<file path="src/verilog/pcal_pkg.sv">
package pcal_pkg;

    ////////////////////
    // widths
    ////////////////////
    localparam int DATA_W    = 256;
    localparam int NUM_LANES = 3;

    typedef logic [DATA_W-1:0] word_t;

    ////////////////////
    // instruction fields
    ////////////////////
    // lane operation, code 3 is invalid and gives zero
    typedef logic [1:0] op_code_t;
    localparam op_code_t OP_MUL = 2'd0;
    localparam op_code_t OP_ADD = 2'd1;
    localparam op_code_t OP_SUB = 2'd2;

    typedef logic [1:0] ins_type_t;
    localparam ins_type_t INS_CAL      = 2'd0;
    localparam ins_type_t INS_UPDT_REG = 2'd1;
    localparam ins_type_t INS_FIN      = 2'd2;

    // register codes, 12..15 read as zero
    typedef logic [3:0] reg_sel_t;
    localparam reg_sel_t SEL_X2 = 4'd0;
    localparam reg_sel_t SEL_Y2 = 4'd1;
    localparam reg_sel_t SEL_Z2 = 4'd2;
    localparam reg_sel_t SEL_T0 = 4'd3;
    localparam reg_sel_t SEL_T1 = 4'd4;
    localparam reg_sel_t SEL_T2 = 4'd5;
    localparam reg_sel_t SEL_X0 = 4'd6;
    localparam reg_sel_t SEL_Y0 = 4'd7;
    localparam reg_sel_t SEL_Z0 = 4'd8;
    localparam reg_sel_t SEL_X1 = 4'd9;
    localparam reg_sel_t SEL_Y1 = 4'd10;
    localparam reg_sel_t SEL_Z1 = 4'd11;

    typedef struct packed {
        reg_sel_t sel_a;
        reg_sel_t sel_b;
        reg_sel_t sel_r;
    } ins_cal_t;

    typedef struct packed {
        logic [7:0] unused;
        reg_sel_t   reg_id;
    } ins_updt_t;

    // low 12 bits decode as a calculation or as a register update
    typedef union packed {
        ins_cal_t  cal;
        ins_updt_t updt;
    } ins_body_u;

    typedef struct packed {
        op_code_t  op;
        ins_type_t ins_type;
        ins_body_u body;
    } ins_word_t;

    typedef struct packed {
        ins_word_t [NUM_LANES-1:0] slot;
    } ins_bundle_t;

    ////////////////////
    // lane and register block
    ////////////////////
    typedef struct packed {
        logic     start;
        op_code_t op;
        word_t    a;
        word_t    b;
    } lane_req_t;

    typedef struct packed {
        logic  done;
        word_t result;
    } lane_rsp_t;

    typedef struct packed {
        word_t x;
        word_t y;
        word_t z;
    } point_t;

    ////////////////////
    // SM2 curve
    ////////////////////
    localparam word_t SM2_P =
        256'hFFFFFFFEFFFFFFFFFFFFFFFFFFFFFFFFFFFFFFFF00000000FFFFFFFFFFFFFFFF;
    localparam word_t SM2_GX =
        256'h32C4AE2C1F1981195F9904466A39C9948FE30BBFF2660BE1715A4589334C74C7;
    localparam word_t SM2_GY =
        256'hBC3736A2F4F6779C59BDCEE36B692153D0A9877CC62A474002DF32E52139F0A0;

    // one conditional subtraction, valid for v below 2*m
    function automatic word_t mod_reduce(input logic [DATA_W:0] v, input word_t m);
        logic [DATA_W:0] t;
        t = v - {1'b0, m};
        return (v >= {1'b0, m}) ? t[DATA_W-1:0] : v[DATA_W-1:0];
    endfunction

endpackage

</file>
<file path="src/verilog/pcal_ctrl.sv">
`timescale 1ns/1ps

module pcal_ctrl (
    input  logic                           clk,
    input  logic                           rst_n,
    input  pcal_pkg::ins_bundle_t          ins_i,
    input  logic                           ins_vld_i,
    output pcal_pkg::ins_bundle_t          bundle_o,
    output logic [pcal_pkg::NUM_LANES-1:0] lane_start_o,
    input  pcal_pkg::lane_rsp_t            lane_rsp_i [pcal_pkg::NUM_LANES],
    output logic                           wb_en_o,
    output logic                           updt_en_o,
    output logic                           fin_en_o,
    output logic                           cal_done_o
);

    typedef enum logic [2:0] {
        S_IDLE,
        S_CAL,
        S_WAIT,
        S_WB,
        S_UPDT,
        S_FIN
    } state_t;

    state_t                         state_q;
    state_t                         state_d;
    logic [pcal_pkg::NUM_LANES-1:0] new_cal;
    logic [pcal_pkg::NUM_LANES-1:0] cal_mask;
    logic [pcal_pkg::NUM_LANES-1:0] done_vec;
    logic [pcal_pkg::NUM_LANES-1:0] pending_q;
    logic [pcal_pkg::NUM_LANES-1:0] pending_left;

    // slot decode for the incoming and the latched bundle
    always_comb begin
        for (int i = 0; i < pcal_pkg::NUM_LANES; i++) begin
            new_cal[i]  = ins_i.slot[i].ins_type == pcal_pkg::INS_CAL;
            cal_mask[i] = bundle_o.slot[i].ins_type == pcal_pkg::INS_CAL;
            done_vec[i] = lane_rsp_i[i].done;
        end
    end

    assign pending_left = pending_q & ~done_vec;

    ////////////////////
    // next state
    ////////////////////
    always_comb begin
        state_d = state_q;
        case (state_q)
            S_IDLE: begin
                // slot 0 type decides, finish over update over calculation
                if (ins_vld_i) begin
                    if (ins_i.slot[0].ins_type == pcal_pkg::INS_FIN) begin
                        state_d = S_FIN;
                    end else if (ins_i.slot[0].ins_type == pcal_pkg::INS_UPDT_REG) begin
                        state_d = S_UPDT;
                    end else if (|new_cal) begin
                        state_d = S_CAL;
                    end
                end
            end
            S_CAL:   state_d = S_WAIT;
            S_WAIT: begin
                if (pending_left == '0) begin
                    state_d = S_WB;
                end
            end
            S_WB:    state_d = S_IDLE;
            S_UPDT:  state_d = S_IDLE;
            S_FIN:   state_d = S_IDLE;
            default: state_d = S_IDLE;
        endcase
    end

    assign lane_start_o = (state_q == S_CAL) ? cal_mask : '0;
    assign wb_en_o      = state_q == S_WB;
    assign updt_en_o    = state_q == S_UPDT;
    assign fin_en_o     = state_q == S_FIN;

    always_ff @(posedge clk or negedge rst_n) begin
        if (!rst_n) begin
            state_q    <= S_IDLE;
            pending_q  <= '0;
            cal_done_o <= 1'b0;
            bundle_o   <= '0;
        end else begin
            state_q    <= state_d;
            // done one cycle after writeback, outputs already updated
            cal_done_o <= wb_en_o;
            if (state_q == S_IDLE && ins_vld_i) begin
                bundle_o <= ins_i;
            end
            if (state_q == S_CAL) begin
                pending_q <= cal_mask;
            end else begin
                pending_q <= pending_left;
            end
        end
    end

endmodule

</file>
<file path="config.mk">
export PLATFORM = sky130hd
export DESIGN_NAME = pcal_ctrl
export DESIGN_NICKNAME = d
export VERILOG_FILES = /design/src/verilog/pcal_pkg.sv /design/src/verilog/pcal_ctrl.sv
export SDC_FILE = /design/constraint.sdc
export NUM_CORES = 1
export LEC_CHECK = 0
export BUFFER_PORTS_ARGS = -buffer_cell sky130_fd_sc_hd__buf_4
export CORE_AREA = 2 2 343 345
export CTS_CLUSTER_SIZE = 30
export DETAILED_ROUTE_END_ITERATION = 10
export DIE_AREA = 0 0 345 347
export GPL_TIMING_DRIVEN = 0
export PLACE_DENSITY = 0.3
export SLEW_MARGIN = 20
export SYNTH_ARGS = -nofsm -noshare
export SYNTH_HDL_FRONTEND = slang
export SYNTH_SLANG_ARGS = --single-unit
</file>
<file path="constraint.sdc">
create_clock -name clk -period 2.07 [get_ports clk]
set_input_delay 0.1035 -clock clk [delete_from_list [all_inputs] [get_ports clk]]
set_output_delay 0.1035 -clock clk [all_outputs]
set_load 0.005 [all_outputs]
</file>
# Word level (Yosys, flattened, before mapping)
# Index checks and enable logic that the tools add are counted.
totals:
  ff_bits: 55
  input_bits: 822
  wordCells: 43
classes:
  n_eq_ne: 10
  n_mux: 8
  bitwise_logic: 2
  n_reduce_logical: 11
ops:
  columns: ["operator", "count"]
  rows:
  - ["$mux 3", 7]
  - ["$logic_not 2->1", 6]
  - ["$pmux 3 s3", 1]
  - ["$eq 3x2->1 const B", 2]
  - ["$eq 3x3->1 const B", 2]
  - ["$logic_not 3->1", 2]
  - ["$ne 2x2->1 const B", 2]
  - ["$ne 4x4->1 const B", 1]
  - ["$and 3x3->3", 1]
  - ["$eq 3x1->1 const B", 1]
  - ["$not 3->3", 1]
  - ["$reduce_and 3->1", 1]
  - ["$reduce_or 3->1", 1]
  - ["$eq 2x1->1 const B", 1]
  - ["$eq 2x2->1 const B", 1]
  - ["$logic_and 1x1->1", 1]

# Logic depth before layout (Yosys ltp)
depth:
  word_depth: 7
  depth_mapped: 5

# Worst setup path before layout
# No wires, ideal clock.
synth_path:
  path_kind: "register to register"
  from: "register state_q[0]"
  to: "register bundle_o[37] (netlist bit)"
  arrival_time_ns: 1.438
  required_time_ns: 1.945
  setup_slack_ns: 0.507
  path_stages_with_launch: 5
  synth_period_minus_slack_ns: 1.563
  path_cell_list: "dfrtp_1 > buf_6 > nor4b_4 > buf_6 > mux2_2"
synth_via:
  elab_chain_cells: 2
synth_rtl:
  columns: ["element", "line_no", "source"]
  rows:
  - ["start, declared", "pcal_ctrl.sv:26", "state_t state_q;"]
  - ["start signal, assigned", "pcal_ctrl.sv:88", "state_q <= state_d;"]
  - ["$logic_not 3->1", "pcal_ctrl.sv:91", "if (state_q == S_IDLE && ins_vld_i) begin"]
  - ["$logic_and 1x1->1", "pcal_ctrl.sv:91", null]
  - ["end signal, assigned", "pcal_ctrl.sv:92", "bundle_o <= ins_i;"]
  - ["end, declared", "pcal_ctrl.sv:8", "output pcal_pkg::ins_bundle_t bundle_o,"]
# No other way between the ends.
# A chain may end at the register's enable or synchronous reset.

# Final worst setup path
layout_path:
  from: "register state_q[1]"
  to: "output port lane_start_o[2] (netlist bit)"
layout_via:
  elab_chain_cells: 2
layout_rtl:
  columns: ["element", "line_no", "source"]
  rows:
  - ["$eq 3x1->1", "pcal_ctrl.sv:76", "assign lane_start_o = (state_q == S_CAL) ? cal_mask : '0;"]
  - ["$mux 3", "pcal_ctrl.sv:76", null]
  - ["end, declared", "pcal_ctrl.sv:9", "output logic [pcal_pkg::NUM_LANES-1:0] lane_start_o,"]
# No other way between the ends.

==> results.cfg <==
[outcome]
outcome = finished, final reports clean

[clock_network]
clock-root-buffer = sky130_fd_sc_hd__clkbuf_16
cts_sinks = 55
number_of_clock_buffers_inserted_by_tritoncts = 5
cts.reportedPaths.clkPinSlew_ns = 0.09
clk_latency_ns = 0.34
cts_max_level = 2
max-clock-path-buffers = 2
tritoncts = yes

[critical_path]
cpPeakStageDelay_ns = 0.45
crit_path_end_kind = primary output
crit_required_ns = 1.97
path_class = reg2out
path_cells = or3b_1 -> buf_6 -> nor3_4 -> buf_12 -> buf_4
critical_path.slowest_cell = sky130_fd_sc_hd__dfrtp_1
timing.critical_path.max_delay_family = simple AND/OR/NAND/NOR gates
startpoint_type = flip-flop
critPathMaxFanout = 6
worst-endpoint-arrival_ns = 1.85
worstPathBufferInverterCount = 3

[power]
power_frac_comb = 0.437
irDropWorstVdd_mv = 0.428
power.total_w = 0.00517
pwr-share-clk = 0.187
static_leakage_power_nw = 1.81
pwr_density_cell_nw_per_um2 = 919
internal-power_w = 0.00348
sequentialPowerShare = 0.377
power.share.switching = 0.327
switching_power_w = 0.00169

[grt]
wire_length_of_the_first_global_routing_pass_um = 14200
number_of_antenna_violations_at_the_first_check_in_global_routing = 2
vias_in_the_first_global_route = 2013
grtUsageMet2 = 0.0206
top_usage_layer = met1
grt_max_degree = 56
gr-total-overflow = 0
groute.layer.met3.usage = 0.0136
met1_usage = 0.0236
gr-usage-all-layers = 0.0178

[logic_synthesis]
synth_cell_types = 23
synthDominantCellAreaShare = 0.627
synth_seq_cells = 55
synth_nets = 961
ys_seq_area_frac = 0.627
cell_area_after_technology_mapping_sq_um = 2190
postSynthAreaPerCell_sq_um = 16.0
synthTopCellsByArea = sky130_fd_sc_hd__dfrtp_1 63%, sky130_fd_sc_hd__mux2_2 22%, sky130_fd_sc_hd__buf_6 3.1%
synthesis.instances = 137
ys.warnings.count = 0
synth_area_leader_cell = sky130_fd_sc_hd__dfrtp_1

[timing]
tightest_slew_ns = 1.01
unrepaired_setup_endpoints_after_global_routing = no
final_setup_skew_ns = 0.0170
setup_violations = 0
fmaxAchievable_mhz = 513
finalWorstSetupSlack_ns = 0.119
final_hold_viol_count = 0
crit_path_time_final_ns = 1.95
final_min_period_over_clock_period = 0.942
report.final.slew_viol_count = 0
worst_slew_margin_rel = 0.327

[die]
start_util = 0.0190
dieArea_sq_um = 120000
die-width_um = 345
placeableCoreArea_sq_um = 116000
io_pins = 877
rows = 125
fp.dieH_um = 347

[placed_design]
hpwlAfterDp_um = 7830
port-buffer-count = 108
global_placement_routability_congestion = 0.602
preCtsSetupSlack_ns = -0.0970

[layout]
diode_count = 0
ff_latch_area_sq_um = 1380
final_core_util = 0.0486
finalNetCount = 1126
final.fill_count = 13671
drive_gt1_frac = 0.581
flow.area_growth_from_synthesis_pct = 156
multiInputGateArea_sq_um = 746

[route]
avg_vias_per_cell = 0.961
detail_route.wl_per_cell_um = 5.42
drtPass1Iterations = 3
drcViolationCount = 0
drtIter0Drc = 21
drt.antenna.violating_nets = 0
drt_wl_total_um = 9900
dr_total_vias = 1756

[min_path]
hold_class = in2reg

[flow_run]
max_cap_viol_count = 0
-- synth_stat cells --
master / count
sky130_fd_sc_hd__a21o_1: 1
sky130_fd_sc_hd__a221o_1: 1
sky130_fd_sc_hd__a31o_2: 2
sky130_fd_sc_hd__and2_1: 1
sky130_fd_sc_hd__and3_1: 1
sky130_fd_sc_hd__buf_2: 1
sky130_fd_sc_hd__buf_6: 6
sky130_fd_sc_hd__dfrtp_1: 55
sky130_fd_sc_hd__ha_1: 2
sky130_fd_sc_hd__inv_1: 6
sky130_fd_sc_hd__mux2_1: 5
sky130_fd_sc_hd__mux2_2: 43
sky130_fd_sc_hd__nor2_1: 1
sky130_fd_sc_hd__nor2b_1: 1
sky130_fd_sc_hd__nor3_1: 2
sky130_fd_sc_hd__nor3_2: 1
sky130_fd_sc_hd__nor3b_1: 2
sky130_fd_sc_hd__nor4b_4: 1
sky130_fd_sc_hd__o22ai_1: 1
sky130_fd_sc_hd__o311ai_0: 1
sky130_fd_sc_hd__o41ai_1: 1
sky130_fd_sc_hd__or3b_1: 1
sky130_fd_sc_hd__xnor2_1: 1
-- timing repair --
| action | in CTS | in global routing |
|---|---|---|
| hold buffers | 47 | 0 |
| setup endpoints to repair | 50 | 2 |
| pin swaps | 3 | 2 |
| endpoints found under the hold margin | 101 | 0 |
| setup buffers | 3 | 0 |
| gates resized for setup | 4 | 1 |
-- cells by family (layout without fill, tap and decap cells) --
| kind of cell | Yosys count | after routing | synth area share |
|---|---|---|---|
| buf+inv | 13 | 179 | 0.0433 |
| flops | 55 | 55 | 0.627 |
| compound gates | 7 | 7 | 0.0268 |
| xor+xnor | 1 | 1 | 0.00399 |
| simple gates | 11 | 11 | 0.0411 |
| mux | 48 | 48 | 0.246 |
| fa+ha+maj | 2 | 2 | 0.0114 |
-- metrics by stage --
step,hold slack [ns],instances,instance area [sq um],setup TNS [ns]
2_1_floorplan,-0.192,137,2190,0
3_3_place_gp,0.284,1769,4910,-3.27
3_5_place_dp,0.279,1769,4920,-2.44
4_1_cts,0.00778,1827,5620,0
5_1_grt,0.00737,1827,5620,0
6_report,0.0244,1827,5620,0
-- power groups by stage --
stage	clock network, W	registers (W)	logic (W)
detailed placement	0	0.00195	0.00216
floorplan	0	0.00195	0.000869
global placement	0	0.00193	0.00215
finish	0.000964	0.00195	0.00226
global route	0.00111	0.00204	0.00246
CTS	0.00108	0.00195	0.00232
-- routing by layer --
layer,share of wire,wire (um)
met5,0,0
met4,0.016,155
met3,0.13,1250
met2,0.34,3360
met1,0.52,5140
-- cell type report --
cell class,instances,share of cell area
buffer,7,0.0140
clock buffer,5,0.0223
clock inverter,3,0.00401
inverter,6,0.00401
multi-input combinational,69,0.133
sequential,55,0.245
tap,1524,0.339
timing repair buffer,158,0.239
-- cells in the final DEF (no fill, tap or decap), types with 2 or more instances in the layout --
cell,instances
sky130_fd_sc_hd__buf_12,3
sky130_fd_sc_hd__buf_6,7
sky130_fd_sc_hd__nor3b_1,2
sky130_fd_sc_hd__buf_4,108
sky130_fd_sc_hd__mux2_2,43
sky130_fd_sc_hd__dlygate4sd3_1,47
sky130_fd_sc_hd__nor3_4,2
sky130_fd_sc_hd__ha_1,2
sky130_fd_sc_hd__mux2_1,5
sky130_fd_sc_hd__a31o_2,2
sky130_fd_sc_hd__clkbuf_16,5
sky130_fd_sc_hd__inv_1,6
sky130_fd_sc_hd__dfrtp_1,54
-- final timing paths --
| kind | from | endpoint | slack [ns] | cells after the start |
|---|---|---|---|---|
| worst max-delay path | state_q[1] | lane_start_o[2] | 0.12 | 5 |
| worst min-delay path | ins_i[7] | bundle_o[7] | 0.02 | 2 |
| worst max register to register | state_q[0] | bundle_o[0] | 0.40 | 5 |
| worst min register to register | bundle_o[5] | bundle_o[5] | 0.49 | 1 |
| max in group asynchronous | rst_n | bundle_o[42] | 1.05 | 2 |
| min in group asynchronous | rst_n | bundle_o[19] | 0.40 | 2 |
-- worst register-to-register path, stage by stage, from the launching register on --
cell	delay, ns
sky130_fd_sc_hd__dfrtp_1	0.39
sky130_fd_sc_hd__buf_6	0.14
sky130_fd_sc_hd__nor4b_4	0.30
sky130_fd_sc_hd__buf_12	0.18
sky130_fd_sc_hd__buf_6	0.20
sky130_fd_sc_hd__mux2_2	0.36
-- sequential cells by signal, summed over array words and instances, names as in the netlist --
| register | cells |
|---|---|
| bundle_o | 48 |
| state_q | 3 |
| pending_q | 3 |
| cal_done_o | 1 |
Note: power is estimated with default switching activity, not from simulation.
